[src/source/mipsPkg.sv]
package mipsPkg;

    //////////////////////////////////////////////////
    // Memory sizes
    //////////////////////////////////////////////////
    localparam int imemWords    = 64;
    localparam int dmemWords    = 64;
    localparam int imemAddrBits = 6;

    //////////////////////////////////////////////////
    // Instruction encodings
    //////////////////////////////////////////////////
    typedef enum logic [5:0] {
        opRtype = 6'd0,
        opJ     = 6'd2,
        opBeq   = 6'd4,
        opBne   = 6'd5,
        opAddi  = 6'd8,
        opLw    = 6'd35,
        opSw    = 6'd43
    } opcode_t;

    typedef enum logic [5:0] {
        fnAdd = 6'd32,
        fnSub = 6'd34,
        fnAnd = 6'd36,
        fnOr  = 6'd37,
        fnSlt = 6'd42
    } funct_t;

    typedef enum logic [2:0] {
        aluAdd,
        aluSub,
        aluAnd,
        aluOr,
        aluSlt
    } aluOp_t;

    // Control bits carried down the pipe
    typedef struct packed {
        logic   regWrite;
        logic   memRead;
        logic   memWrite;
        logic   memToReg;
        logic   aluSrcImm;
        aluOp_t aluOp;
    } ctrl_t;

    //////////////////////////////////////////////////
    // Stage registers
    //////////////////////////////////////////////////
    typedef struct packed {
        logic        valid;
        logic [31:0] pcPlus4;
        logic [31:0] instr;
    } ifId_t;

    typedef struct packed {
        logic        valid;
        ctrl_t       ctrl;
        logic [31:0] rdA;
        logic [31:0] rdB;
        logic [31:0] imm;
        logic [4:0]  dest;
    } idEx_t;

    typedef struct packed {
        logic        valid;
        ctrl_t       ctrl;
        logic [31:0] aluResult;
        logic [31:0] storeData;
        logic [4:0]  dest;
    } exMem_t;

    typedef struct packed {
        logic        valid;
        logic        regWrite;
        logic [4:0]  dest;
        logic [31:0] result;
    } memWb_t;

endpackage

[src/source/fetchStage.sv]
`timescale 1ns/1ns

module fetchStage (
    input  logic                              clk,
    input  logic                              arstN,
    input  logic                              run,
    input  logic                              imemWe,
    input  logic [mipsPkg::imemAddrBits-1:0]  imemAddr,
    input  logic [31:0]                       imemData,
    input  logic                              stall,
    input  logic                              redirect,
    input  logic [31:0]                       target,
    output logic [31:0]                       pc,
    output mipsPkg::ifId_t                    ifId
);
    import mipsPkg::*;

    logic [31:0] imem [imemWords];
    logic [31:0] instrWord;
    logic [31:0] pcPlus4;

    // Program load port
    always_ff @(posedge clk) begin
        if (imemWe) begin
            imem[imemAddr] <= imemData;
        end
    end

    assign instrWord = imem[pc[imemAddrBits+1:2]];
    assign pcPlus4   = pc + 32'd4;

    //////////////////////////////////////////////////
    // Program counter
    //////////////////////////////////////////////////
    always_ff @(posedge clk or negedge arstN) begin
        if (!arstN) begin
            pc <= '0;
        end else if (run && !stall) begin
            pc <= redirect ? target : pcPlus4;
        end
    end

    // Fetch to decode register with a bubble on redirect or when idle
    always_ff @(posedge clk or negedge arstN) begin
        if (!arstN) begin
            ifId <= '0;
        end else if (!stall) begin
            ifId.valid   <= run && !redirect;
            ifId.pcPlus4 <= pcPlus4;
            ifId.instr   <= instrWord;
        end
    end

endmodule

[config.mk]
export PLATFORM = sky130hd
export DESIGN_NAME = fetchStage
export DESIGN_NICKNAME = d
export VERILOG_FILES = /design/src/source/mipsPkg.sv /design/src/source/fetchStage.sv
export SDC_FILE = /design/constraint.sdc
export NUM_CORES = 2
export LEC_CHECK = 0
export BUFFER_PORTS_ARGS = -buffer_cell sky130_fd_sc_hd__buf_4
export CAP_MARGIN = 15
export CORE_MARGIN = 2
export CORE_UTILIZATION = 30
export DETAILED_ROUTE_END_ITERATION = 7
export PLACE_DENSITY = 0.54
export SLEW_MARGIN = 20
export SYNTH_ARGS = -nofsm -noshare
export SYNTH_HDL_FRONTEND = slang
export SYNTH_SLANG_ARGS = --single-unit
[constraint.sdc]
create_clock -name clk -period 2.8 [get_ports clk]
set_input_delay 0.28 -clock clk [delete_from_list [all_inputs] [get_ports clk]]
set_output_delay 0.28 -clock clk [all_outputs]
set_load 0.01 [all_outputs]
==> impl_metrics.tcl <==
set metrics [dict create \
    outcome "finished with violations" \
    violations "setup timing" \
    cp-start-kind "register" \
    r2r-start "pc[2]$_DFFE_PN0P_" \
    dr.max_layer_used "met5" \
    pwr_density_cell_mw_per_mm2 766 \
    avgSynthCellArea_sq_um 20.2 \
    cts_tree "done" \
    cp.arrival_ns 3.67 \
    met3_length_mm 14.5 \
    cp.required_ns 3.55 \
    via_per_inst 5.11 \
    worst_pin_slew_ns 0.887 \
    crit_path_end "ifId[8]$_DFFE_PN0N_" \
    timing.final.ws_setup_ns -0.126 \
    wl_met2_mm 122 \
    floorplan.core_area_sq_mm 0.276 \
    critPathBufInv 4 \
    async_flop_share_pct 4.52 \
    rsz0062_at_grt "true" \
    cp-startpoint "pc[2]$_DFFE_PN0P_" \
    rrSetupSlack_ns -0.13 \
    wl_per_cell_microns 28.6 \
    finalClockSkew_ns 0.0674 \
    holdWs_ns 0.0470 \
    met1_length_mm 104 \
    max_freq_mhz 342 \
    dp_hpwl_mm 143 \
    p_leak_nw 32.5 \
    synth_area_sq_mm 0.0830 \
    grt_pass1_vias 44424 \
    cpPeakStageDelay_ns 0.51 \
    area_delta_synth_final_pct 21.7 \
    fin_nets 4813 \
    h-tree-depth 4 \
    cap_violations 0 \
    synthDistinctLibCells 65 \
    netlist.area_leader.share_pct 74.1 \
    slew_headroom_pct 40.5 \
    dr_total_vias 44085 \
    port_buffers 172 \
    pin_count 173 \
    dieHeight_microns 530 \
    synth_flop_cell "edfxtp_1" \
    synth_top_cell_by_area "edfxtp_1" \
    clk_pin_slew_ns 0.06 \
    grt_pass1_wl_mm 344 \
    final_common_cell "edfxtp_1" \
    drt_iter0_drc 4914 \
    netlist_instances 4101 \
    placedCellCount 8086 \
    drc_errors 0 \
    hold_path.class "in -> reg" \
    slew_viol_final 0 \
    fin_crit_ns 2.93 \
    crit_chain "buf_12 > buf_12 > buf_16 > buf_16 > mux4_2 > a22oi_2 > a21oi_2 > a21oi_1 > nand4_1 > o22a_1" \
    drt_first_pass_iters 5 \
    synth_fp_nets 4178 \
    crit_family "compound AO/OA/AOI/OAI gates" \
    crit_path_end_kind "register" \
    totalWireLength_mm 247 \
    yosysSeqAreaShare_pct 77.0 \
    globalRouteTotalUtil_pct 17.3 \
    hold_violations 0 \
    synth_edf_count 2048 \
    fin_cells 8632 \
    synth_area_leaders "edfxtp_1 (74%), mux4_2 (9.8%), mux2i_1 (3.9%), dfrtp_1 (2.9%), a22oi_1 (1.0%)" \
    cts_sinks 2145 \
    crit_type "reg -> reg" \
    final_cell_mix "edfxtp_1 (2048), buf_4 (461), mux4_2 (361), mux2i_1 (315), clkbuf_16 (217)" \
    period_share_pct 104 \
    die_area_sq_mm 0.281 \
    place_congestion 0.792 \
    r2r_end "ifId[8]$_DFFE_PN0N_" \
    ir_drop_mv 0.745 \
    initial_core_util_pct 30.1 \
    ys.warnings.count 0 \
    cp_max_fo 6 \
    path_depth 10 \
    dpl_worst_slack_ns -0.573 \
    num_rows 193 \
    numCtsBuffers 211 \
    setup_viol 4 \
    clk_latency_ns 0.87 \
    overflow 0 \
    worstRegToRegCells 10 \
    cts_root_buf "clkbuf_16" \
    grt_antenna_before_repair 22 \
    clockBufferDepth 3 \
    drive_gt1_share_pct 29.3 \
    synth-seq-cells 2145 \
    ant_nets 0 \
    grt_max_degree 65 \
    die_w_microns 530 \
    crit_slowest_cell "dfrtp_4" \
]
## layer usage
layer / GRT usage (%) / vias up
li1: - / 18318
met1: 23.4 / 23962
met2: 29.0 / 1502
met3: 2.37 / 301
met4: 5.05 / 2
met5: 0 / -
## stage by stage
stage | total power [mW] | cell area, sq um | util [%] | setup TNS, ns
after floorplan | 43.2 | 83000 | - | -52.47
after global placement | 49.1 | 91900 | 33.3 | -4.32
after detailed placement | 49.2 | 91900 | 33.3 | -4.28
after CTS | 77.6 | 100000 | 36.4 | -0.372
after global routing | 79.8 | 101000 | 36.6 | -0.681
final | 77.4 | 101000 | 36.6 | -0.305
## cells in the mapped netlist, types with 3 or more instances
library cell     n
a2111oi_0        7
a2111oi_1        7
a211oi_1        22
a21boi_0         3
a21oi_1         86
a221oi_1        52
a22o_1          11
a22oi_1        112
a311oi_1         4
a31oi_1         12
a32oi_1          7
and2_1           5
and3_1          17
and4_1           3
buf_1           19
buf_2           47
buf_4           23
buf_6           39
buf_8            8
clkbuf_1       106
dfrtp_1         97
edfxtp_1      2048
inv_1            4
mux2_2          20
mux2i_1        321
mux4_2         361
nand2_1        155
nand2b_1         4
nand3_1         57
nand3b_1         3
nand4_1         16
nor2_1         114
nor2b_1         11
nor3_1          26
nor4_2           3
o211ai_1         8
o21ai_0        120
o21ai_1          3
o221ai_1        19
o22a_1          12
o22ai_1         28
o2bb2ai_1        6
o32a_1          19
xnor2_1         21
xor2_1           7
## registers in the layout, summed over array words and instances (netlist names)
signal / flops
imem: 2048
ifId: 65
pc: 32
## worst reg2reg max path, cell delays in order (launching register included)
cell	delay (ns)
dfrtp_4	0.51
buf_12	0.16
buf_12	0.14
buf_16	0.15
buf_16	0.15
mux4_2	0.44
a22oi_2	0.19
a21oi_2	0.08
a21oi_1	0.14
nand4_1	0.49
o22a_1	0.38
## where the power goes
part | leakage, nW | total (mW) | switching (mW) | internal [mW]
Clock | 3.29 | 27.7 | 12.3 | 15.5
Combinational | 9.62 | 13.3 | 7.36 | 5.92
Sequential | 19.6 | 36.4 | 0.667 | 35.7
Total | 32.5 | 77.4 | 20.3 | 57.1
## kinds of logic (layout without fill, tap and decap cells)
| logic type | count (synthesis) | in the layout | synth area share, % |
|---|---|---|---|
| other | 0 | 12 | 0 |
| AO/OA/AOI/OAI | 550 | 550 | 4.58 |
| buffers and inverters | 251 | 1064 | 1.81 |
| multiplexers | 702 | 702 | 13.9 |
| flip-flops | 2145 | 2145 | 77.0 |
| XOR/XNOR | 28 | 28 | 0.296 |
| AND/OR/NAND/NOR | 424 | 425 | 2.32 |
| adder cells (fa/ha/maj) | 1 | 1 | 0.0151 |
## worst min path at each step
stage	from	end	cells after the start	slack (ns)
final	imemData[5]	imem[4][5]$_DFFE_PP_	1	0.05
after floorplan	arstN	ifId[0]$_DFFE_PN0N_	0	-0.02
after global routing	imemData[5]	imem[5][5]$_DFFE_PP_	1	0.05
after detailed placement	arstN	ifId[45]$_DFFE_PN0N_	1	0.27
after global placement	arstN	ifId[46]$_DFFE_PN0N_	1	0.27
after CTS	imemData[27]	imem[54][27]$_DFFE_PP_	1	0.003
## area by class of cell
type | count | area, sq um
Fill cell | 25375 | 175000
Multi-Input combinational cell | 1706 | 18600
Clock buffer | 271 | 5630
Clock inverter | 121 | 1150
Inverter | 6 | 25.0
Tap cell | 3705 | 4640
Timing Repair Buffer | 666 | 7010
Antenna cell | 12 | 30.0
Sequential cell | 2145 | 63900
## repair_timing
action                      CTS  global route
hold buffers                 65             0
pin swaps                    20            20
buffers inserted             34            35
resized for setup            79            69
cloned                        7             4
setup endpoints to repair    34            41
hold endpoints to repair   1824             0
No activity file was read; power rests on OpenSTA's default activity.
