$ cat config.mk
export PLATFORM = sky130hd
export DESIGN_NAME = memoryStage_flat
export DESIGN_NICKNAME = d
export VERILOG_FILES = /design/src/source/mipsPkg.sv /design/src/source/hazardIf.sv /design/src/source/memoryStage.sv /design/src/flat_wrapper.sv
export SDC_FILE = /design/constraint.sdc
export NUM_CORES = 2
export LEC_CHECK = 0
export BUFFER_PORTS_ARGS = -buffer_cell sky130_fd_sc_hd__buf_4
export CORE_MARGIN = 1.5
export CORE_UTILIZATION = 39
export CTS_BUF_LIST = sky130_fd_sc_hd__clkbuf_8 sky130_fd_sc_hd__clkbuf_16
export CTS_CLUSTER_SIZE = 14
export DETAILED_ROUTE_END_ITERATION = 10
export MAX_ROUTING_LAYER = met4
export PLACE_DENSITY = 0.54
export SYNTH_ARGS = -nofsm -noshare
export SYNTH_HDL_FRONTEND = slang
export SYNTH_SLANG_ARGS = --single-unit
$ cat constraint.sdc
create_clock -name clk -period 1.8 [get_ports clk]
set_input_delay 0.18 -clock clk [delete_from_list [all_inputs] [get_ports clk]]
set_output_delay 0.18 -clock clk [all_outputs]
set_load 0.05 [all_outputs]
$ cat src/source/mipsPkg.sv
package mipsPkg;

    //////////////////////////////////////////////////
    // Memory sizes
    //////////////////////////////////////////////////
    localparam int imemWords    = 64;
    localparam int dmemWords    = 64;
    localparam int imemAddrBits = 6;

    //////////////////////////////////////////////////
    // Instruction encodings
    //////////////////////////////////////////////////
    typedef enum logic [5:0] {
        opRtype = 6'd0,
        opJ     = 6'd2,
        opBeq   = 6'd4,
        opBne   = 6'd5,
        opAddi  = 6'd8,
        opLw    = 6'd35,
        opSw    = 6'd43
    } opcode_t;

    typedef enum logic [5:0] {
        fnAdd = 6'd32,
        fnSub = 6'd34,
        fnAnd = 6'd36,
        fnOr  = 6'd37,
        fnSlt = 6'd42
    } funct_t;

    typedef enum logic [2:0] {
        aluAdd,
        aluSub,
        aluAnd,
        aluOr,
        aluSlt
    } aluOp_t;

    // Control bits carried down the pipe
    typedef struct packed {
        logic   regWrite;
        logic   memRead;
        logic   memWrite;
        logic   memToReg;
        logic   aluSrcImm;
        aluOp_t aluOp;
    } ctrl_t;

    //////////////////////////////////////////////////
    // Stage registers
    //////////////////////////////////////////////////
    typedef struct packed {
        logic        valid;
        logic [31:0] pcPlus4;
        logic [31:0] instr;
    } ifId_t;

    typedef struct packed {
        logic        valid;
        ctrl_t       ctrl;
        logic [31:0] rdA;
        logic [31:0] rdB;
        logic [31:0] imm;
        logic [4:0]  dest;
    } idEx_t;

    typedef struct packed {
        logic        valid;
        ctrl_t       ctrl;
        logic [31:0] aluResult;
        logic [31:0] storeData;
        logic [4:0]  dest;
    } exMem_t;

    typedef struct packed {
        logic        valid;
        logic        regWrite;
        logic [4:0]  dest;
        logic [31:0] result;
    } memWb_t;

endpackage

$ cat src/source/hazardIf.sv
`timescale 1ns/1ns

interface hazardIf;

    // Register sources read in decode
    logic [4:0] srcA;
    logic [4:0] srcB;
    logic       usesB;
    logic       needsEarly;

    // Producers still in flight
    logic [4:0] exDest;
    logic       exRegWrite;
    logic [4:0] memDest;
    logic       memRegWrite;

    logic       stall;

    modport decode (output srcA, srcB, usesB, needsEarly, input stall);
    modport execute (output exDest, exRegWrite);
    modport memory (output memDest, memRegWrite);
    modport hazard (
        input  srcA, srcB, usesB, needsEarly,
        input  exDest, exRegWrite, memDest, memRegWrite,
        output stall
    );

endinterface

$ cat src/source/memoryStage.sv
`timescale 1ns/1ns

module memoryStage (
    input  logic             clk,
    input  logic             arstN,
    input  mipsPkg::exMem_t  exMem,
    output logic             wbValid,
    output logic [4:0]       wbReg,
    output logic [31:0]      wbData,
    hazardIf.memory          hz
);
    import mipsPkg::*;

    logic [31:0] dmem [dmemWords];
    logic [5:0]  wordAddr;
    logic [31:0] loadData;
    logic [31:0] result;
    memWb_t      memWb;

    // Word address from the byte address
    assign wordAddr = exMem.aluResult[7:2];

    //////////////////////////////////////////////////
    // Data memory
    //////////////////////////////////////////////////
    always_ff @(posedge clk or negedge arstN) begin
        if (!arstN) begin
            for (int i = 0; i < dmemWords; i++) begin
                dmem[i] <= '0;
            end
        end else if (exMem.valid && exMem.ctrl.memWrite) begin
            dmem[wordAddr] <= exMem.storeData;
        end
    end

    assign loadData = exMem.ctrl.memRead ? dmem[wordAddr] : '0;
    assign result   = exMem.ctrl.memToReg ? loadData : exMem.aluResult;

    assign hz.memDest     = exMem.dest;
    assign hz.memRegWrite = exMem.valid && exMem.ctrl.regWrite;

    // Memory to writeback register
    always_ff @(posedge clk or negedge arstN) begin
        if (!arstN) begin
            memWb <= '0;
        end else begin
            memWb.valid    <= exMem.valid;
            memWb.regWrite <= exMem.ctrl.regWrite;
            memWb.dest     <= exMem.dest;
            memWb.result   <= result;
        end
    end

    //////////////////////////////////////////////////
    // Writeback bus
    //////////////////////////////////////////////////
    assign wbValid = memWb.valid && memWb.regWrite && (memWb.dest != 5'd0);
    assign wbReg   = memWb.dest;
    assign wbData  = memWb.result;

endmodule

$ cat src/flat_wrapper.sv
// flat-port wrapper written by rule: the top's interface ports become plain ports
module memoryStage_flat import mipsPkg::*;
  (clk, arstN, exMem, wbValid, wbReg, wbData, hz_memDest, hz_memRegWrite);
  hazardIf hz_i ();
  input  logic clk;
  input  logic arstN;
  input  mipsPkg::exMem_t exMem;
  output logic wbValid;
  output logic [4:0] wbReg;
  output logic [31:0] wbData;
  output wire logic [$bits(hz_i.memDest)-1:0] hz_memDest;
  output wire logic [$bits(hz_i.memRegWrite)-1:0] hz_memRegWrite;
  assign hz_memDest = hz_i.memDest;
  assign hz_memRegWrite = hz_i.memRegWrite;
  memoryStage u_core (.clk(clk), .arstN(arstN), .exMem(exMem), .wbValid(wbValid), .wbReg(wbReg), .wbData(wbData), .hz(hz_i));
endmodule
==> summary.txt <==
Post-Syn Nets = 7066
Post-synth EDFFs = 0
post-DP HPWL = 273000 um
Initial DRC Count = 7815
Boundary Pins = 124
peak supply drop = 1100 uV
share of cells above drive strength 1 = 49.7%
Reg clk slew, reported paths = 0.06 ns
pin count of the biggest net entering global routing = 110
CP Buf/Inv Count = 1
H-tree depth = 4
Worst EP required = 1.62 ns
Startpoint Class = flop
Tot Pwr = 114 mW
WL per Instance = 37.0 um
Leak = 54.1 nW
Hold EP = u_core.wbData[10]
r2r worst-path depth = 6
hold path cells = 3
Fmax = 0.432 GHz
Setup crit end kind = output port
number of remaining DRC errors = 0
via/cell ratio = 6.31
Post-synth ARST share = 100%
HP Class = input pin to flop
final worst-path setup slack = -0.515 ns
Seq/Total Area, Yosys = 55.6%
routability cong. = 0.934
synthesized area = 0.0940 mm^2
kind of critical path = flop to output port
failing checks = negative setup slack
die area = 0.244 mm^2
slew margin rel. = 43.1%
largest area contributor in the synthesized netlist = dfrtp_1
Avg Cell Area, Syn = 13.5 um^2
run status = finished with violations
skew final = 0.0707 ns
final period utilization = 129%
Slowest-stage cell, CP = or3_1
reg2reg start = u_core.dmem[1474]
Area growth, synth to finish = 25.8%
Synth cell types = 68
Initial Util = 39.2%
delay-heaviest family, CP = simple AND/OR/NAND/NOR gates
CP Max Fanout = 2
DR pass1 iterations = 6
Slew Viols, Final = 0
Final Hold Vio Count = 0
die width = 494 um
Setup-failing EPs final = 17
Root Buffer = clkbuf_16
Detail Route Antenna Nets = 0
DR vias = 69832
worst path arrival time = 2.14 ns
core area = 0.240 mm^2
start point of the worst min-delay path = exMem[47]
Reg2Reg Setup Slack = -0.45 ns
Total Wirelength = 410000 um
Port-buffer cells = 119
later-pin clock latency in the skew report = 0.94 ns
Synth Warn # = 0
setup TNS = -1.89 ns
Synth area leaders = dfrtp_1, mux2_2, a22oi_1, buf_2, a221oi_1
Synth Flop Type = dfrtp_1
CTS tree = yes
CTS max path bufs = 3
Synth top area share = 55.6%
die height = 494 um
max incr delay on CP = 0.38 ns
Worst R2R End = u_core.wbData[2]
Total Routing Usage GR = 34.3%
filler-free cell count of the finished design = 11069
clock sink total = 2087
initial antenna violation count = 17
num rows = 180
number of global-route vias before repair = 70199
max-cap violations = 0
final instance area = 0.118 mm^2
FF+latch count, synth = 2087
RSZ-0062 raised after global routing = true
Num CTS Buffers = 221
CP cell instances = or3_1 -> o311a_1 -> buf_6
min Tclk post-route = 2.32 ns
Post-Place Cells = 10579
Placement Cell Area = 0.109 mm^2
slew of the pin with the lowest slew margin = 0.854 ns
Hold Slack = 0.0940 ns
final net count = 7781
PwrDens = 960 mW/mm^2
Overflow after GRT = 0
first-pass GRT wire length = 570000 um
synthesized instance count = 6986
## synthesized netlist by cell type, drive strengths merged, types with 6 or more instances
cell type,number
buf,511
nor4,33
and2,6
nand4,9
nor3,43
nor2b,21
o32a,11
nand3,17
a22o,52
o211ai,13
o221ai,26
a21oi,77
mux2i,85
a221oi,198
dfrtp,2087
o22a,21
a222oi,15
mux4,21
mux2,2165
nand2b,7
a211oi,7
and3,6
o22ai,249
a221o,8
o21ai,98
nand2,100
clkbuf,294
a2111oi,14
a22oi,564
a32oi,10
nor2,144
a31oi,10
## kinds of logic after synthesis
family,count (synthesis),synth area share (%)
muxes,2271,27.3
AOI/OAI and AO/OA,1406,11.0
buffers and inverters,809,4.02
and+or+nand+nor,413,2.08
DFF,2087,55.6
## stage by stage
step | utilization [%] | setup WS [ns]
2_1_floorplan | - | -0.0832
3_3_place_gp | 45.2 | -1.17
3_5_place_dp | 45.2 | -1.19
4_1_cts | 49.0 | -0.586
5_1_grt | 49.2 | -0.557
6_report | 49.3 | -0.515
## cells in the final DEF (no fill, tap or decap), types with 13 or more instances in the layout
master         netlist  final
clkbuf_16            0    221
buf_6                8     16
inv_1                3     55
o221ai_1            26     22
clkbuf_8             0     48
bufinv_16            0     18
buf_4               61    823
o21ai_1              1     17
dlygate4sd3_1        0     86
o22a_1              21     21
a22oi_2              1     32
nor2_4               0     69
mux2i_1             85     85
a222oi_1            15     15
a22o_1              52     52
mux4_2              21     21
nor2_1             138     74
nor4_1              33     18
a21oi_1             77     65
mux2_2            2051   2041
buf_12               0    364
nand3_1             17     13
dfrtp_2              0     18
dfrtp_1           2087   2069
nor3_1              43     38
a22oi_1            563    532
o22ai_1            249    233
o22ai_2              0     14
a221oi_2             0     54
o211ai_1            13     13
clkinv_2             0     27
mux2_1             113    113
diode_2              0     16
o21ai_0             97     80
nor2b_1             21     15
a221oi_1           198    141
nand2_1            100     92
## area by class of cell
class	instances	area, um^2
Fill cell	20849	122000
Sequential cell	2087	52200
Inverter	4	22.5
Clock buffer	268	6180
Timing Repair Buffer	1297	14600
Clock inverter	122	1330
Antenna cell	16	40.0
Tap cell	3185	3990
Multi-Input combinational cell	4090	39800
## tightest hold or removal path, stage by stage
cell	delay, ns
dlygate4sd3_1	0.55
buf_4	0.13
a221o_1	0.13
## registers in the layout, indices dropped and copies added (netlist names)
register	cells
u_core.wbData	32
u_core.wbReg	5
u_core.memWb	2
u_core.dmem	2048
## what timing repair did
| item | in CTS | in global routing |
|---|---|---|
| resized for setup | 153 | 96 |
| hold buffers | 86 | 0 |
| setup buffers | 0 | 9 |
| hold endpoints to repair | 3847 | 0 |
| pin swaps | 50 | 55 |
| endpoints found under the setup margin | 50 | 78 |
## worst max-delay path by stage
stage                               start                end  cells past startpoint
after floorplan                 exMem[39]   u_core.wbData[1]                     10
after global placement          exMem[44]   u_core.wbData[2]                     10
after detailed placement        exMem[40]  u_core.wbData[26]                      9
after CTS                 u_core.wbReg[1]            wbValid                      3
after global routing      u_core.wbReg[0]            wbValid                      3
final                     u_core.wbReg[0]            wbValid                      3
## layer usage
metal | vias to the layer above | wire, um | GRT usage (%)
met1 | 37777 | 170000 | 45.0
met5 | - | 0 | -
met4 | 0 | 23200 | 16.8
met3 | 891 | 31800 | 6.22
li1 | 27607 | - | -
met2 | 3557 | 185000 | 51.0
## report_power, final
part | internal [mW] | total, mW | leakage (nW) | switching (mW)
Clock | 26.9 | 47.2 | 3.88 | 20.3
Sequential | 50.8 | 52.9 | 28.3 | 2.17
Combinational | 6.17 | 13.4 | 21.9 | 7.26
(Power assumes the default switching activity.)
