### src/source/mipsPkg.sv
package mipsPkg;

    //////////////////////////////////////////////////
    // Memory sizes
    //////////////////////////////////////////////////
    localparam int imemWords    = 64;
    localparam int dmemWords    = 64;
    localparam int imemAddrBits = 6;

    //////////////////////////////////////////////////
    // Instruction encodings
    //////////////////////////////////////////////////
    typedef enum logic [5:0] {
        opRtype = 6'd0,
        opJ     = 6'd2,
        opBeq   = 6'd4,
        opBne   = 6'd5,
        opAddi  = 6'd8,
        opLw    = 6'd35,
        opSw    = 6'd43
    } opcode_t;

    typedef enum logic [5:0] {
        fnAdd = 6'd32,
        fnSub = 6'd34,
        fnAnd = 6'd36,
        fnOr  = 6'd37,
        fnSlt = 6'd42
    } funct_t;

    typedef enum logic [2:0] {
        aluAdd,
        aluSub,
        aluAnd,
        aluOr,
        aluSlt
    } aluOp_t;

    // Control bits carried down the pipe
    typedef struct packed {
        logic   regWrite;
        logic   memRead;
        logic   memWrite;
        logic   memToReg;
        logic   aluSrcImm;
        aluOp_t aluOp;
    } ctrl_t;

    //////////////////////////////////////////////////
    // Stage registers
    //////////////////////////////////////////////////
    typedef struct packed {
        logic        valid;
        logic [31:0] pcPlus4;
        logic [31:0] instr;
    } ifId_t;

    typedef struct packed {
        logic        valid;
        ctrl_t       ctrl;
        logic [31:0] rdA;
        logic [31:0] rdB;
        logic [31:0] imm;
        logic [4:0]  dest;
    } idEx_t;

    typedef struct packed {
        logic        valid;
        ctrl_t       ctrl;
        logic [31:0] aluResult;
        logic [31:0] storeData;
        logic [4:0]  dest;
    } exMem_t;

    typedef struct packed {
        logic        valid;
        logic        regWrite;
        logic [4:0]  dest;
        logic [31:0] result;
    } memWb_t;

endpackage

### src/source/hazardIf.sv
`timescale 1ns/1ns

interface hazardIf;

    // Register sources read in decode
    logic [4:0] srcA;
    logic [4:0] srcB;
    logic       usesB;
    logic       needsEarly;

    // Producers still in flight
    logic [4:0] exDest;
    logic       exRegWrite;
    logic [4:0] memDest;
    logic       memRegWrite;

    logic       stall;

    modport decode (output srcA, srcB, usesB, needsEarly, input stall);
    modport execute (output exDest, exRegWrite);
    modport memory (output memDest, memRegWrite);
    modport hazard (
        input  srcA, srcB, usesB, needsEarly,
        input  exDest, exRegWrite, memDest, memRegWrite,
        output stall
    );

endinterface

### src/source/decodeStage.sv
`timescale 1ns/1ns

module decodeStage (
    input  logic             clk,
    input  logic             arstN,
    input  mipsPkg::ifId_t   ifId,
    input  logic             wbValid,
    input  logic [4:0]       wbReg,
    input  logic [31:0]      wbData,
    output logic             redirect,
    output logic [31:0]      target,
    output mipsPkg::idEx_t   idEx,
    hazardIf.decode          hz
);
    import mipsPkg::*;

    logic [31:0] regFile [32];
    logic [4:0]  rs;
    logic [4:0]  rt;
    logic [4:0]  rd;
    logic [31:0] rdA;
    logic [31:0] rdB;
    logic [31:0] imm;
    ctrl_t       ctrl;
    logic        usesA;
    logic        bUsed;
    logic        regDst;
    logic        isBranch;
    logic        branchNe;
    logic        isJump;
    logic        taken;

    assign rs  = ifId.instr[25:21];
    assign rt  = ifId.instr[20:16];
    assign rd  = ifId.instr[15:11];
    assign imm = {{16{ifId.instr[15]}}, ifId.instr[15:0]};

    //////////////////////////////////////////////////
    // Register file
    //////////////////////////////////////////////////
    always_ff @(posedge clk or negedge arstN) begin
        if (!arstN) begin
            for (int i = 0; i < 32; i++) begin
                regFile[i] <= '0;
            end
        end else if (wbValid) begin
            regFile[wbReg] <= wbData;
        end
    end

    // Write-first bypass with r0 held at zero
    assign rdA = (rs == 5'd0) ? '0 : (wbValid && wbReg == rs) ? wbData : regFile[rs];
    assign rdB = (rt == 5'd0) ? '0 : (wbValid && wbReg == rt) ? wbData : regFile[rt];

    //////////////////////////////////////////////////
    // Control decode
    //////////////////////////////////////////////////
    always_comb begin
        ctrl     = '0;
        usesA    = 1'b0;
        bUsed    = 1'b0;
        regDst   = 1'b0;
        isBranch = 1'b0;
        branchNe = 1'b0;
        isJump   = 1'b0;
        case (opcode_t'(ifId.instr[31:26]))
            opRtype: begin
                usesA  = 1'b1;
                bUsed  = 1'b1;
                regDst = 1'b1;
                ctrl.regWrite = 1'b1;
                case (funct_t'(ifId.instr[5:0]))
                    fnAdd:   ctrl.aluOp = aluAdd;
                    fnSub:   ctrl.aluOp = aluSub;
                    fnAnd:   ctrl.aluOp = aluAnd;
                    fnOr:    ctrl.aluOp = aluOr;
                    fnSlt:   ctrl.aluOp = aluSlt;
                    default: ctrl.regWrite = 1'b0;
                endcase
            end
            opAddi: begin
                usesA          = 1'b1;
                ctrl.regWrite  = 1'b1;
                ctrl.aluSrcImm = 1'b1;
            end
            opLw: begin
                usesA          = 1'b1;
                ctrl.regWrite  = 1'b1;
                ctrl.memRead   = 1'b1;
                ctrl.memToReg  = 1'b1;
                ctrl.aluSrcImm = 1'b1;
            end
            opSw: begin
                usesA          = 1'b1;
                bUsed          = 1'b1;
                ctrl.memWrite  = 1'b1;
                ctrl.aluSrcImm = 1'b1;
            end
            opBeq: begin
                usesA    = 1'b1;
                isBranch = 1'b1;
            end
            opBne: begin
                usesA    = 1'b1;
                isBranch = 1'b1;
                branchNe = 1'b1;
            end
            opJ:     isJump = 1'b1;
            default: ctrl = '0;
        endcase
    end

    // Hazard sources stay quiet for a bubble
    assign hz.srcA       = (ifId.valid && usesA) ? rs : 5'd0;
    assign hz.srcB       = rt;
    assign hz.usesB      = ifId.valid && bUsed;
    assign hz.needsEarly = ifId.valid && isBranch;

    //////////////////////////////////////////////////
    // Branch and jump resolution
    //////////////////////////////////////////////////
    assign taken    = isBranch && ((rdA == rdB) != branchNe);
    assign redirect = ifId.valid && !hz.stall && (taken || isJump);
    assign target   = isJump ? {ifId.pcPlus4[31:28], ifId.instr[25:0], 2'b00}
                             : ifId.pcPlus4 + {imm[29:0], 2'b00};

    // Decode to execute register
    always_ff @(posedge clk or negedge arstN) begin
        if (!arstN) begin
            idEx <= '0;
        end else begin
            idEx.valid <= ifId.valid && !hz.stall;
            idEx.ctrl  <= ctrl;
            idEx.rdA   <= rdA;
            idEx.rdB   <= rdB;
            idEx.imm   <= imm;
            idEx.dest  <= regDst ? rd : rt;
        end
    end

endmodule

### src/flat_wrapper.sv
// flat-port wrapper written by rule: the top's interface ports become plain ports
module decodeStage_flat import mipsPkg::*;
  (clk, arstN, ifId, wbValid, wbReg, wbData, redirect, target, idEx, hz_srcA, hz_srcB, hz_usesB, hz_needsEarly, hz_stall);
  hazardIf hz_i ();
  input  logic clk;
  input  logic arstN;
  input  mipsPkg::ifId_t ifId;
  input  logic wbValid;
  input  logic [4:0] wbReg;
  input  logic [31:0] wbData;
  output logic redirect;
  output logic [31:0] target;
  output mipsPkg::idEx_t idEx;
  output wire logic [$bits(hz_i.srcA)-1:0] hz_srcA;
  output wire logic [$bits(hz_i.srcB)-1:0] hz_srcB;
  output wire logic [$bits(hz_i.usesB)-1:0] hz_usesB;
  output wire logic [$bits(hz_i.needsEarly)-1:0] hz_needsEarly;
  input wire logic [$bits(hz_i.stall)-1:0] hz_stall;
  assign hz_srcA = hz_i.srcA;
  assign hz_srcB = hz_i.srcB;
  assign hz_usesB = hz_i.usesB;
  assign hz_needsEarly = hz_i.needsEarly;
  assign hz_i.stall = hz_stall;
  decodeStage u_core (.clk(clk), .arstN(arstN), .ifId(ifId), .wbValid(wbValid), .wbReg(wbReg), .wbData(wbData), .redirect(redirect), .target(target), .idEx(idEx), .hz(hz_i));
endmodule
### config.mk
export PLATFORM = sky130hd
export DESIGN_NAME = decodeStage_flat
export DESIGN_NICKNAME = d
export VERILOG_FILES = /design/src/source/mipsPkg.sv /design/src/source/hazardIf.sv /design/src/source/decodeStage.sv /design/src/flat_wrapper.sv
export SDC_FILE = /design/constraint.sdc
export NUM_CORES = 2
export LEC_CHECK = 0
export BUFFER_PORTS_ARGS = -buffer_cell sky130_fd_sc_hd__buf_2
export CAP_MARGIN = 20
export CORE_ASPECT_RATIO = 0.7
export CORE_MARGIN = 3
export CORE_UTILIZATION = 55
export CTS_CLUSTER_SIZE = 16
export DETAILED_ROUTE_END_ITERATION = 10
export PLACE_DENSITY_LB_ADDON = 0.05
export SYNTH_ARGS = -nofsm -noshare
export SYNTH_HDL_FRONTEND = slang
export SYNTH_SLANG_ARGS = --single-unit
export TNS_END_PERCENT = 50
### constraint.sdc
create_clock -name clk -period 13.6 [get_ports clk]
set_clock_uncertainty 0.2 [all_clocks]
set_input_delay 2.04 -clock clk [delete_from_list [all_inputs] [get_ports clk]]
set_output_delay 2.04 -clock clk [all_outputs]
set_load 0.01 [all_outputs]
==> impl.org <==
** Timing
- Setup repair after global routing left no endpoint under its margin.
- At the pin with the least slew margin, the transition time is 1180 ps.
- Final total negative setup slack :: 0 ps
- Headroom to the max-slew limit came out at 21.4%.
- Final Critical Period :: around 10000 ps
- Final Hold Vio Count :: 0
- The number of max-slew violations in the final report is 0.
- Number of setup violations in the final report :: 0
- Peak Freq :: 0.0987 GHz
- Of the available clock period, the critical path in the final layout requires 74.5%.

** Floorplan
- The die covers 0.113 sq mm.
- Width of the chip :: 400 um
- The initial utilization of the core area, before any placement, comes to 55.9%.
- In this run the core area contains 100 standard-cell rows.
- I/O pin count :: about 260
- The core region is 0.107 sq mm.
- Die Span Y :: 282 um

** Synthesis
- For this run, the leading register cell type out of synthesis is sky130_fd_sc_hd__dfrtp_1.
- Mapped cell area :: between 0.05 and 0.06 sq mm
- Post-synth net total :: 4284
- Synth unique cells :: between 70 and 80
- In this run, synthesis inferred 0 flip-flops with an integrated enable.
- After synthesis, the largest area contributor takes up between 40% and 50% of total cell area.
- After technology mapping, the gate count stands at 4148.
- Ys async rst share :: 100%
- Sequential elements use 46.7% of the synthesized area.
- Mean post-synth cell area :: 14.4 sq um
- Count of synthesis-stage warnings from yosys :: 0
- Largest cells by area after synthesis :: sky130_fd_sc_hd__dfrtp_1 47%, sky130_fd_sc_hd__mux2_2 20%, sky130_fd_sc_hd__mux4_2 18%
- After synthesis the netlist holds a flip-flop and latch count of 1117.
- The largest total area in the synthesized netlist belongs to sky130_fd_sc_hd__dfrtp_1.

** Pwr
- Leakage :: between 0.02 and 0.03 uW
- Worst vdd rail ir drop :: 0.110 mV
- Power density normalized to cell area :: 149 mW/mm^2

** Critical path
- Class of the most critical setup path :: in -> out
- Cell count of the worst reg-to-reg path :: 5
- Critical path, cell by cell :: buf_8 > buf_4 > buf_4 > mux4_2 > a22oi_1 > nand2_1 > a222oi_1 > xor2_1 > nand4_1 > nor2_1 > nand4_1 > and4_4 > a211o_1 > buf_2
- In this design, the stage delay of the slowest critical-path cell is 940 ps.
- The largest individual stage delay along the critical path comes from the cell sky130_fd_sc_hd__buf_4.
- In this run the worst path has a maximum fanout of 78.
- Kind of start point of the critical path :: primary input
- Signal arrival time at the worst endpoint :: 7890 ps
- Data on the critical path is required at its endpoint by between 10000 and 15000 ps.
- Category of the worst setup path capture point :: output port

** Placement
- The HPWL after detailed placement is 118 mm.
- At the end of routability-driven placement, the weighted congestion stood at 0.847.
- Buffers added on ports :: 260
- Post-Place Cell Area :: approximately 0.062 sq mm

** Worst hold path
- Tightest Hold Check Type :: reg -> reg
- Cells on Worst Hold Path :: 1

** Layout
- Number of nets in the final layout :: 4324
- After routing the design area is between 0.06 and 0.07 sq mm.
- Area added between synthesis and finish :: 10.1%
- The post-route netlist has between 40% and 50% of its cells at a drive strength greater than 1.
- Register Area :: 0.0280 sq mm
- Area of combinational cells with multiple inputs :: 0.0301 sq mm
- Fill cells in the final layout number 8281.

** Route
- Initial detailed-routing violation count :: 4667
- Wires add up to roughly 200 mm.
- The first detailed-routing pass ran for 6 iterations.
- In the final routed layout, each cell accounts on average for 35.8 um.
- Once detail routing completed, the nets flagged for antenna violations numbered 0.
- For this block, the via count after detailed routing is 40800.
- Via-per-instance ratio :: 7.14
- DRC errors left :: 0

** Clocking
- TritonCTS clock tree :: done
- Hold-fix buffers, CTS :: 0
- For this design, the sink count on the clock tree is 1117.
- Maximum number of buffers from clock root to sink :: 3
- H-tree levels :: 3
- Root buffer cell :: sky130_fd_sc_hd__clkbuf_16
- For the worst-skew pair, the clock arrives at the later sink with an insertion delay of 740 ps.
- Number of buffers inserted during clock tree synthesis :: 112
- After clock tree synthesis, the clock-pin slew on the worst setup and hold paths is 60 ps.
- Post-CTS timing repair inserted 0 buffers for setup.
- The number of gates resized after CTS was 0.

** GRT
- The first global-routing pass estimated 296 mm of wire.
- Entering global routing, the biggest net connects 170 pins.
- The number of global-route vias before repair is 39800.
- Antenna violations before repair :: 9
- Global routing used between 30% and 40% of the available tracks across all layers.
- For this run the aggregate overflow at the end of global routing stands at 0.

** Job
- Max cap viols :: 0

** Outcome
- Run status :: finished clean
-- cells in the final DEF, fill, tap and decap left out, drive strengths merged, types with 10 or more instances in the layout --
cell type	count
a21o	14
dfrtp	1117
nor2	85
a22oi	59
and3	10
xor2	28
a221oi	19
nor3	32
nand2b	12
a21oi	85
clkbuf	163
o211ai	10
nand2	98
o22ai	73
a222oi	20
a221o	15
nor4	11
a31oi	10
and2	11
inv	27
nand3	27
buf	349
o31ai	10
clkinv	38
o21ai	62
xnor2	38
mux2	1053
mux2i	81
nor2b	47
mux4	484
a211oi	59
ha	29
-- critical path, delay by kind of cell --
family                 cells  cell delay [ps]
AO/OA/AOI/OAI              3              920
XOR/XNOR                   1              590
buffers and inverters      4             2350
multiplexers               1              430
AND/OR/NAND/NOR            5             1360
-- layout make-up --
cell class,instances,area share (%)
antenna,5,0.0190
clock inverter,50,0.839
sequential,1117,42.4
timing repair buffer,351,3.25
multi-input combinational,2578,45.6
inverter,28,0.159
clock buffer,161,4.99
tap,1428,2.71
-- metrics by stage --
| step | cells | hold slack, ps | power [uW] | worst slack [ps] | utilization [%] |
|---|---|---|---|---|---|
| after CTS | 5709 | 323 | 9840 | 3560 | 61.4 |
| after global placement | 5498 | 301 | 6540 | 3640 | 57.9 |
| after detailed placement | 5498 | 309 | 6590 | 3580 | 57.9 |
| after floorplan | 4148 | 288 | 5860 | 6410 | - |
| final | 5718 | 323 | 9850 | 3470 | 61.5 |
| after global routing | 5717 | 335 | 10200 | 3260 | 61.5 |
-- logic make-up (layout without fill, tap and decap cells) --
family                   count (synthesis)  in the layout  share of synthesized area (%)
AO/OA/AOI/OAI                          475            475                           5.46
XOR/XNOR                                66             66                          0.965
adder cells (fa/ha/maj)                 30             30                          0.639
buffers and inverters                  453            590                           3.56
flip-flops                            1117           1117                           46.7
multiplexers                          1618           1618                           39.4
other                                    0              5                              0
AND/OR/NAND/NOR                        389            389                           3.30
-- synthesized netlist by cell type (15+ instances only) --
| cell type | number |
|---|---|
| sky130_fd_sc_hd__dfrtp_1 | 1117 |
| sky130_fd_sc_hd__mux2_2 | 1053 |
| sky130_fd_sc_hd__mux4_2 | 473 |
| sky130_fd_sc_hd__clkbuf_1 | 245 |
| sky130_fd_sc_hd__nand2_1 | 97 |
| sky130_fd_sc_hd__a21oi_1 | 84 |
| sky130_fd_sc_hd__nor2_1 | 83 |
| sky130_fd_sc_hd__mux2i_1 | 81 |
| sky130_fd_sc_hd__o22ai_1 | 73 |
| sky130_fd_sc_hd__buf_1 | 69 |
| sky130_fd_sc_hd__o21ai_0 | 61 |
| sky130_fd_sc_hd__a211oi_1 | 59 |
| sky130_fd_sc_hd__a22oi_1 | 59 |
| sky130_fd_sc_hd__buf_4 | 57 |
| sky130_fd_sc_hd__nor2b_1 | 47 |
| sky130_fd_sc_hd__xnor2_1 | 38 |
| sky130_fd_sc_hd__buf_2 | 35 |
| sky130_fd_sc_hd__nor3_1 | 32 |
| sky130_fd_sc_hd__ha_1 | 29 |
| sky130_fd_sc_hd__xor2_1 | 28 |
| sky130_fd_sc_hd__nand3_1 | 27 |
| sky130_fd_sc_hd__inv_1 | 25 |
| sky130_fd_sc_hd__a222oi_1 | 20 |
| sky130_fd_sc_hd__a221oi_1 | 19 |
| sky130_fd_sc_hd__a221o_1 | 15 |
-- per-layer routing --
layer / GRT usage (%) / part of all wire (%) / vias up
met4: 11.2 / 3.2 / 6
met1: 53.1 / 42 / 22000
met5: 0 / 0.017 / -
met3: 10.8 / 11 / 393
li1: - / - / 16100
met2: 52.4 / 44 / 2317
-- registers in the layout, indices dropped and copies added, names as in the netlist --
name / count
u_core.idEx: 93
u_core.regFile: 1024
-- where the power goes --
part | internal, uW | switching (uW)
Sequential | 3960 | 480
Clock | 1850 | 1410
Combinational | 1200 | 948
Total | 7010 | 2830
-- final timing paths --
kind                                                  from  slack (ps)                                to
setup / recovery                                  ifId[22]        3470                          redirect
hold / removal             u_core.regFile[676]$_DFFE_PN0P_         320   u_core.regFile[676]$_DFFE_PN0P_
setup reg to reg            u_core.regFile[20]$_DFFE_PN0P_       11070         u_core.idEx[89]$_DFF_PN0_
hold reg to reg            u_core.regFile[676]$_DFFE_PN0P_         320   u_core.regFile[676]$_DFFE_PN0P_
max in group asynchronous                            arstN        9030  u_core.regFile[1011]$_DFFE_PN0P_
min in group asynchronous                            arstN        1190   u_core.regFile[488]$_DFFE_PN0P_
Note: power is estimated with default switching activity, not from simulation.
