===== src/source/hazardIf.sv =====
`timescale 1ns/1ns

interface hazardIf;

    // Register sources read in decode
    logic [4:0] srcA;
    logic [4:0] srcB;
    logic       usesB;
    logic       needsEarly;

    // Producers still in flight
    logic [4:0] exDest;
    logic       exRegWrite;
    logic [4:0] memDest;
    logic       memRegWrite;

    logic       stall;

    modport decode (output srcA, srcB, usesB, needsEarly, input stall);
    modport execute (output exDest, exRegWrite);
    modport memory (output memDest, memRegWrite);
    modport hazard (
        input  srcA, srcB, usesB, needsEarly,
        input  exDest, exRegWrite, memDest, memRegWrite,
        output stall
    );

endinterface


===== src/source/hazardUnit.sv =====
`timescale 1ns/1ns

module hazardUnit (
    hazardIf.hazard hz
);

    logic hitA;
    logic hitB;
    logic needB;

    // True when a register is still being produced further down
    function automatic logic inFlight(
        input logic [4:0] src,
        input logic [4:0] exDest,
        input logic       exRegWrite,
        input logic [4:0] memDest,
        input logic       memRegWrite
    );
        logic exHit;
        logic memHit;
        exHit  = exRegWrite && (src == exDest);
        memHit = memRegWrite && (src == memDest);
        return (src != 5'd0) && (exHit || memHit);
    endfunction

    // Branches compare both operands in decode
    assign needB = hz.usesB || hz.needsEarly;

    assign hitA = inFlight(hz.srcA, hz.exDest, hz.exRegWrite, hz.memDest, hz.memRegWrite);
    assign hitB = needB
               && inFlight(hz.srcB, hz.exDest, hz.exRegWrite, hz.memDest, hz.memRegWrite);

    assign hz.stall = hitA || hitB;

endmodule


===== src/flat_wrapper.sv =====
// flat-port wrapper written by rule: the top's interface ports become plain ports
module hazardUnit_flat 
  (hz_srcA, hz_srcB, hz_usesB, hz_needsEarly, hz_exDest, hz_exRegWrite, hz_memDest, hz_memRegWrite, hz_stall);
  hazardIf hz_i ();
  input wire logic [$bits(hz_i.srcA)-1:0] hz_srcA;
  input wire logic [$bits(hz_i.srcB)-1:0] hz_srcB;
  input wire logic [$bits(hz_i.usesB)-1:0] hz_usesB;
  input wire logic [$bits(hz_i.needsEarly)-1:0] hz_needsEarly;
  input wire logic [$bits(hz_i.exDest)-1:0] hz_exDest;
  input wire logic [$bits(hz_i.exRegWrite)-1:0] hz_exRegWrite;
  input wire logic [$bits(hz_i.memDest)-1:0] hz_memDest;
  input wire logic [$bits(hz_i.memRegWrite)-1:0] hz_memRegWrite;
  output wire logic [$bits(hz_i.stall)-1:0] hz_stall;
  assign hz_i.srcA = hz_srcA;
  assign hz_i.srcB = hz_srcB;
  assign hz_i.usesB = hz_usesB;
  assign hz_i.needsEarly = hz_needsEarly;
  assign hz_i.exDest = hz_exDest;
  assign hz_i.exRegWrite = hz_exRegWrite;
  assign hz_i.memDest = hz_memDest;
  assign hz_i.memRegWrite = hz_memRegWrite;
  assign hz_stall = hz_i.stall;
  hazardUnit u_core (.hz(hz_i));
endmodule

===== config.mk =====
export PLATFORM = sky130hd
export DESIGN_NAME = hazardUnit_flat
export DESIGN_NICKNAME = d
export VERILOG_FILES = /design/src/source/hazardIf.sv /design/src/source/hazardUnit.sv /design/src/flat_wrapper.sv
export SDC_FILE = /design/constraint.sdc
export NUM_CORES = 1
export LEC_CHECK = 0
export BUFFER_PORTS_ARGS = -buffer_cell sky130_fd_sc_hd__buf_2
export CAP_MARGIN = 20
export CORE_AREA = 2 2 39 41
export DETAILED_ROUTE_END_ITERATION = 8
export DIE_AREA = 0 0 41 43
export PLACE_DENSITY = 0.53
export SLEW_MARGIN = 10
export SYNTH_ARGS = -nofsm -noshare
export SYNTH_HDL_FRONTEND = slang
export SYNTH_SLANG_ARGS = --single-unit

===== constraint.sdc =====
create_clock -name vclk -period 2.3
set_input_delay 0.69 -clock vclk [all_inputs]
set_output_delay 0.69 -clock vclk [all_outputs]
set_load 0.02 [all_outputs]

==> results.yml, run 1 <==
worst_setup_path:
  cp_max_fo: 2
  worstPathRequired_ns: 1.61
  arrival_ns: 1.74
  cp-start-kind: "primary input"
  crit_type: "in2out"
  startpoint: "hz_memDest[0]"
  cp-end-kind: "primary output"
final_layout:
  stdcell_area_um2: 506.7
  fillers: 159
  n_sequential_cell: 0
  area_growth_pct: 89.25
  multi_input_area_um2: 275.3
  clkbuf_count: 0
  antenna_cells: 0
  seq_area_um2: 0
  drive_gt1_share_pct: 51.56
  fin_nets: 90
worst_hold_path:
  hold_start: "hz_usesB"
  hold_class: "in2out"
detailed_routing:
  drt_first_iter_violations: 4
  wl_met2_um: 494
  wl_met3_um: 68
  ant_nets: 0
  drc: 0
  totalWireLength_um: 966
  viasPerCell: 4.775
  top_layer: "met4"
  drt-met1-wl_um: 388
  post_drt_wl_per_cell_um: 12.08
  drtPass1Iterations: 4
  via_count: 382
placed_design:
  place_hpwl_um: 820.1
  io_buffer_count: 25
  gp_congestion: 0.7519
  placed_area_um2: 450.4
  pre_cts_slack_ns: -0.1427
outcome:
  status: "complete, but fails checks"
  violations: "negative setup slack"
sta:
  rsz0062_at_grt: "yes"
  setup_viol: 1
  min_period_ns: 2.431
  finalHoldViolations: 0
  layout_setup_ws_ns: -0.1314
  tightest_slew_ns: 0.3380
  fmax_mhz: 411.3
  relSlewSlack_pct: 77.26
  post-route-period-util_pct: 105.7
  final_max_slew_viol_count: 0
synthesis:
  syn_avg_cell_area_um2: 8.114
  ys_warn_count: 0
  synth_area_um2: 267.8
  syn_nets: 57
  ys_seq_area_share_pct: 0
  syn-instance-count: 33
  synth.distinct_cells: 9
clock_network:
  ctsHoldBuffers: 0
die:
  fp.dieW_um: 41
  dieArea_mm2: 0.001763
  rows: 14
  start_util_pct: 19.35
  die_h_um: 43
  floorplan.core_area_mm2: 0.001384
  io-pin-count: 25
pwr:
  pwr_density_cell_mw_per_mm2: 177.4
  p_leak_nw: 0.2359
  ir_worst_vdd_mv: 0.06437
global_route:
  overflow: 0
  grtUsageTotal_pct: 11.59
  grt_pass1_vias: 381
  antenna_found_initial: 0
  grt_max_degree: 4
  grt_pass1_wl_mm: 1.531
job:
  cap_violations: 0
power breakdown:
| group | switching [W] | total [W] | internal (W) |
|---|---|---|---|
| clock | 0 | 0 | 0 |
| sequential | 0 | 0 | 0 |
| combinational | 0.0000393 | 0.0000899 | 0.0000506 |
layout make-up:
cell class                 count  area share, %
timing repair buffer          31          41.73
tap                           16          3.951
multi-input combinational     33          54.32
Yosys cell counts (all sizes together):
library cell	n	share of area, %
and2	2	4.7
nor2	1	1.4
xnor2	4	13
o22ai	2	4.7
xor2	16	52
nor4	4	12
or4	2	5.6
a32oi	2	6.5
stage by stage:
stage	TNS, ns	hold WS [ns]	utilization [%]	power, W	instances
finish	-0.1314	1.794	36.62	0.00008990	80
global route	-0.1914	1.819	36.62	0.00009721	80
CTS	-0.1077	1.788	34.90	0.00008490	80
detailed placement	-0.1427	1.796	32.55	0.00007869	79
global placement	-0.1476	1.819	32.55	0.00007799	79
floorplan	0	1.637	-	0.00003353	33
final timing paths:
check                       to  cells past startpoint
worst max-delay path  hz_stall                      7
worst min-delay path  hz_stall                      4
layout by cell type (no fill, tap or decap):
cell     netlist  routed
and2_1         2       2
xnor2_1        4       4
buf_6          0       3
buf_8          0       2
nor4_2         1       1
nor2_1         1       1
buf_4          0       7
xor2_1        16      15
or4_1          2       2
buf_2          0      19
nor4_1         3       3
a32oi_1        2       2
o22ai_1        2       2
xor2_2         0       1
cell families after synthesis:
kind of cell    after synthesis  synth area share (%)
compound gates                4                 11.22
xor+xnor                     20                 65.42
simple gates                  9                 23.36
worst max-delay path, stage by stage:
cell and delay (ns):
buf_8 0.10, buf_4 0.12, xor2_1 0.16, nor4_1 0.26
a32oi_1 0.09, o22ai_1 0.15, buf_4 0.16
layer usage:
metal	GRT usage [%]	vias to the layer above
li1	-	182
met1	16.77	178
met2	19.69	20
met3	0	2
met4	0	0
met5	0	-
timing repair:
item                                    4_1_cts  5_1_grt
endpoints found under the setup margin        1        1
pin swaps                                     5        4
resized for setup                             6        6
buffers inserted                              1        0
gates cloned                                  0        0
Power figures use the tool's default switching activity.
==> inputs of run 2 (changes only) <==
- ABC_AREA: not set -> 1
- PLACE_DENSITY: 0.53 -> 0.64
==> run 2 against run 1 <==
  * The flow now finishes without violations
  * Sequential share of layout area is the same
  * Hold slack gained 0.0029 ns
  * Synthesized area grew 52%
  * Die area is the same
  * Non-clock buffer count shrank 6
  * Power shrank 3.7%
  * First-iteration DRC count grew to 3.8 times the previous value
  * Wire length grew 17%
  * Global-route usage grew 2.3 points
  * Highest routed layer is now met3
==> results.yml, run 2 <==
worst_setup_path:
  cp-end-kind: "primary output"
  crit_type: "in2out"
  cp-start-kind: "primary input"
  worstPathRequired_ns: 1.61
  cp_max_fo: 4
  arrival_ns: 1.46
detailed_routing:
  drtPass1Iterations: 4
  drc: 0
  totalWireLength_mm: 1.126
  ant_nets: 0
  viasPerCell: 4.267
  via_count: 623
  post_drt_wl_per_cell_um: 7.712
  drt_first_iter_violations: 15
final_layout:
  fin_cells: 146
  area_growth_pct: 35.69
  seq_area_um2: 0
  post-route-util_pct: 39.87
  fin_nets: 156
  final_common_cell: "nand2_1"
  drive_gt1_share_pct: 20.77
  antenna_cells: 0
  clkbuf_count: 0
  n_sequential_cell: 0
  final_cell_mix: "59 x nand2_1, 25 x buf_2, 18 x inv_1, 17 x nor2_1, 5 x nand3_1"
  stdcell_area_um2: 551.8
synthesis:
  synthXorXnorAreaFrac_pct: 0
  synth_most_common_cell: "nand2_1"
  synth_area_um2: 406.6
  ys_seq_area_share_pct: 0
  synth_top_area_cell: "nand2_1"
  syn_avg_cell_area_um2: 3.873
  yosys.area_share.adder_pct: 0
  syn_nets: 129
  syn-instance-count: 105
  ys_warn_count: 0
  yosys-top-cells-area: "nand2_1 54%, inv_1 17%, nor2_1 16%"
  synth_compound_area_share_pct: 2.462
  muxShareOfSynthArea_pct: 0
  synth_top_family_by_area: "simple AND/OR/NAND/NOR gates"
  synth.top_cell.area_share_pct: 54.46
  synthSimpleGateAreaFrac_pct: 79.08
  synth.distinct_cells: 8
  synthTopCellsByCount: "59 x nand2_1, 18 x inv_1, 17 x nor2_1"
placed_design:
  placed_area_um2: 551.8
  placedCellCount: 146
  io_buffer_count: 25
  gp_congestion: 0.7911
  pre_cts_slack_ns: 0.1429
  place_hpwl_mm: 1.010
sta:
  finalHoldViolations: 0
  layout_setup_ws_ns: 0.1460
  fmax_mhz: 464.3
  min_period_ns: 2.154
  tightest_slew_ns: 0.1915
  tns_ns: 0
  relSlewSlack_pct: 87.13
  rsz0062_at_grt: "no"
  setup_viol: 0
  final_max_slew_viol_count: 0
  post-route-period-util_pct: 93.65
global_route:
  grt_pass1_wl_mm: 1.835
  grt_max_degree: 6
  antenna_found_initial: 0
  grt_pass1_vias: 497
  overflow: 0
  grtUsageTotal_pct: 13.89
outcome:
  status: "completed"
clock_network:
  post_cts_resized: 0
  ctsHoldBuffers: 0
  post_cts_buffers: 0
die:
  start_util_pct: 29.39
  rows: 14
  die_h_um: 43
  dieArea_mm2: 0.001763
  io-pin-count: 25
  floorplan.core_area_mm2: 0.001384
  fp.dieW_um: 41
worst_hold_path:
  hold_path_depth: 6
  hold_class: "in2out"
pwr:
  ir_worst_vdd_mv: 0.04947
  p_leak_nw: 0.4195
  pwr_density_cell_mw_per_mm2: 156.9
job:
  cap_violations: 0
run 2: area by class of cell:
| type | instances | area, um2 |
|---|---|---|
| Fill cell | 165 | 832.0 |
| Inverter | 20 | 75.07 |
| Multi-Input combinational cell | 85 | 331.6 |
| Tap cell | 16 | 20.02 |
| Timing Repair Buffer | 25 | 125.1 |
run 2: worst max-delay path, cell delays in order:
cell     delay, ns
buf_2         0.11
inv_1         0.05
nand2_1       0.05
nand2_1       0.05
nor2_1        0.10
nand3_1       0.09
nand2_1       0.07
nand2_1       0.04
nand2_1       0.05
buf_2         0.15
run 2: logic make-up (layout without fill, tap and decap cells):
logic type | count (synthesis) | count (layout)
simple gates | 83 | 83
buf+inv | 20 | 45
compound gates | 2 | 2
run 2: worst paths after layout:
| check | startpoint | to | slack, ns |
|---|---|---|---|
| max | hz_srcA[3] | hz_stall | 0.15 |
| min | hz_usesB | hz_stall | 1.80 |
run 2: power by group:
group | total, W | internal (W) | switching, W
Clock | 0 | 0 | 0
Sequential | 0 | 0 | 0
Combinational | 0.0000865 | 0.0000361 | 0.0000504
run 2: through the flow:
stage | hold WS [ns] | power [W]
6_report | 1.797 | 0.00008655
5_1_grt | 1.860 | 0.00009989
4_1_cts | 1.804 | 0.00008679
3_5_place_dp | 1.799 | 0.00008630
3_3_place_gp | 1.795 | 0.00008603
2_1_floorplan | 1.654 | 0.00004766
run 2: metal layers:
layer	global-route usage (%)	up-vias	share of wire, %
met5	0	-	0
li1	-	355	-
met2	25.31	16	48
met1	18.35	252	46
met3	0	0	5.7
met4	0	0	0
==> inputs of run 3 (changes only) <==
- ABC_CLOCK_PERIOD_IN_PS: not set -> 1850
- PLACE_DENSITY: 0.64 -> 0.67
- clock period: 2.3 -> 1.85 ns (I/O delays scaled with it)
==> run 3 against run 2 <==
  * Combinational power up 79%
  * Critical path type unchanged
  * Utilization increased by 13 points
  * Worst setup slack got worse by 0.12 ns
  * Critical path depth decreased by 1
  * Hold slack worse by 0.29 ns
  * Highest routed layer unchanged
==> results.yml, run 3 (synthesized netlist as in run 2, its figures left out) <==
sta:
  tightest_slew_ns: 0.1853
  layout_setup_ws_ns: 0.02765
  fmax_mhz: 548.7
  finalHoldViolations: 0
  post-route-period-util_pct: 98.51
  tns_ns: 0
  setup_viol: 0
  rsz0062_at_grt: "yes"
  final_max_slew_viol_count: 0
  min_period_ns: 1.822
  relSlewSlack_pct: 87.55
worst_setup_path:
  cp-end-kind: "primary output"
  crit_type: "in2out"
  critPathBufInv: 2
  worstPathRequired_ns: 1.29
  critPathTopFamily: "simple AND/OR/NAND/NOR gates"
  cpPeakStageDelay_ns: 0.12
  cp_max_fo: 3
  arrival_ns: 1.27
  cp-start-kind: "primary input"
  crit_top_cell: "nand2_1"
  crit_path_top_delay_cell: "nor2_1"
  path_cells: "buf_6 > nand2_1 > nand2_1 > nor2_1 > nand3_1 > nand2_1 > nand2_1 > nand2_1 > buf_6"
global_route:
  gr-max-usage-layer: "met2"
  antenna_found_initial: 0
  grtUsageTotal_pct: 13.39
  grt_max_degree: 6
  grt_pass1_vias: 503
  met1_usage_pct: 17.09
  gr-usage-met3_pct: 0.5236
  use_met2_pct: 24.69
  overflow: 0
  grt_pass1_wl_mm: 1.780
worst_hold_path:
  hold_start: "hz_usesB"
  hold_path_depth: 6
  hold_class: "in2out"
  hold_end: "hz_stall"
die:
  fp.dieW_um: 41
  floorplan.core_area_mm2: 0.001384
  dieArea_mm2: 0.001763
  rows: 14
  die_h_um: 43
  start_util_pct: 29.39
  io-pin-count: 25
final_layout:
  stdcell_area_um2: 738.2
  area_growth_pct: 81.54
  seq_area_um2: 0
  n_sequential_cell: 0
  antenna_cells: 0
  clkbuf_count: 0
  final_common_cell: "nand2_1"
  final_cell_mix: "55 x nand2_1, 17 x inv_2, 16 x nor2_1, 16 x buf_6, 5 x nand3_1"
  drive_gt1_share_pct: 39.85
  multi_input_area_um2: 347.8
  fillers: 129
  fin_nets: 159
pwr:
  ir_worst_vdd_mv: 0.07297
  p_total_w: 0.0001548
  p_leak_nw: 0.4665
  pwr_density_cell_mw_per_mm2: 209.7
placed_design:
  gp_congestion: 0.7892
  place_hpwl_um: 994.2
  io_buffer_count: 25
  pre_cts_slack_ns: -0.04071
  placed_area_um2: 566.8
clock_network:
  ctsHoldBuffers: 0
detailed_routing:
  ant_nets: 0
  viasPerCell: 4.443
  totalWireLength_mm: 1.186
  post_drt_wl_per_cell_um: 7.960
  drt_first_iter_violations: 6
  drtPass1Iterations: 4
  via_count: 662
  drc: 0
job:
  cap_violations: 0
outcome:
  status: "completed"
## run 3: cell types whose count changed in the layout (fill, tap and decap cells not counted), sizes merged
cell	previous run	this run
buf	25	28
## run 3: layer usage
metal | share of wire [%] | wire, um
met1 | 42 | 499
met3 | 5.3 | 63
met2 | 53 | 623
met5 | 0 | 0
met4 | 0 | 0
## run 3: final cells by class
| cell class | count | share of cell area (%) |
|---|---|---|
| multi-input combinational | 85 | 47.12 |
| timing repair buffer | 28 | 39.32 |
| inverter | 20 | 10.85 |
| tap | 16 | 2.712 |
## run 3: timing repair
| item | CTS | global route |
|---|---|---|
| buffers inserted | 0 | 1 |
| pin swaps | 12 | 26 |
| setup endpoints to repair | 1 | 1 |
| resized for setup | 23 | 33 |
## run 3: worst min-delay path, stage by stage
cell	delay [ns]
buf_2	0.07
o21ai_0	0.06
inv_1	0.05
nand2_1	0.04
nand2_1	0.06
buf_6	0.11
## run 3: worst max-delay path by stage
| stage | from | end | slack, ns | depth (start not counted) |
|---|---|---|---|---|
| after floorplan | hz_srcA[0] | hz_stall | 0.19 | 7 |
| after global placement | hz_srcA[0] | hz_stall | -0.05 | 9 |
| after detailed placement | hz_srcA[0] | hz_stall | -0.04 | 9 |
| after CTS | hz_srcA[1] | hz_stall | 0.00002 | 10 |
| after global routing | hz_srcA[2] | hz_stall | -0.04 | 10 |
| final | hz_exDest[2] | hz_stall | 0.03 | 9 |
## run 3: power breakdown
part           total, W  internal [W]  switching [W]
registers             0             0              0
clock network         0             0              0
logic          0.000155     0.0000836      0.0000712
total          0.000155     0.0000836      0.0000712
## run 3: per-stage QoR
step | util, % | std cells | hold WS [ns]
after global placement | 40.96 | 148 | 1.524
after CTS | 45.84 | 148 | 1.518
final | 53.35 | 149 | 1.510
after floorplan | - | 105 | 1.384
after global routing | 53.35 | 149 | 1.575
after detailed placement | 40.96 | 148 | 1.529
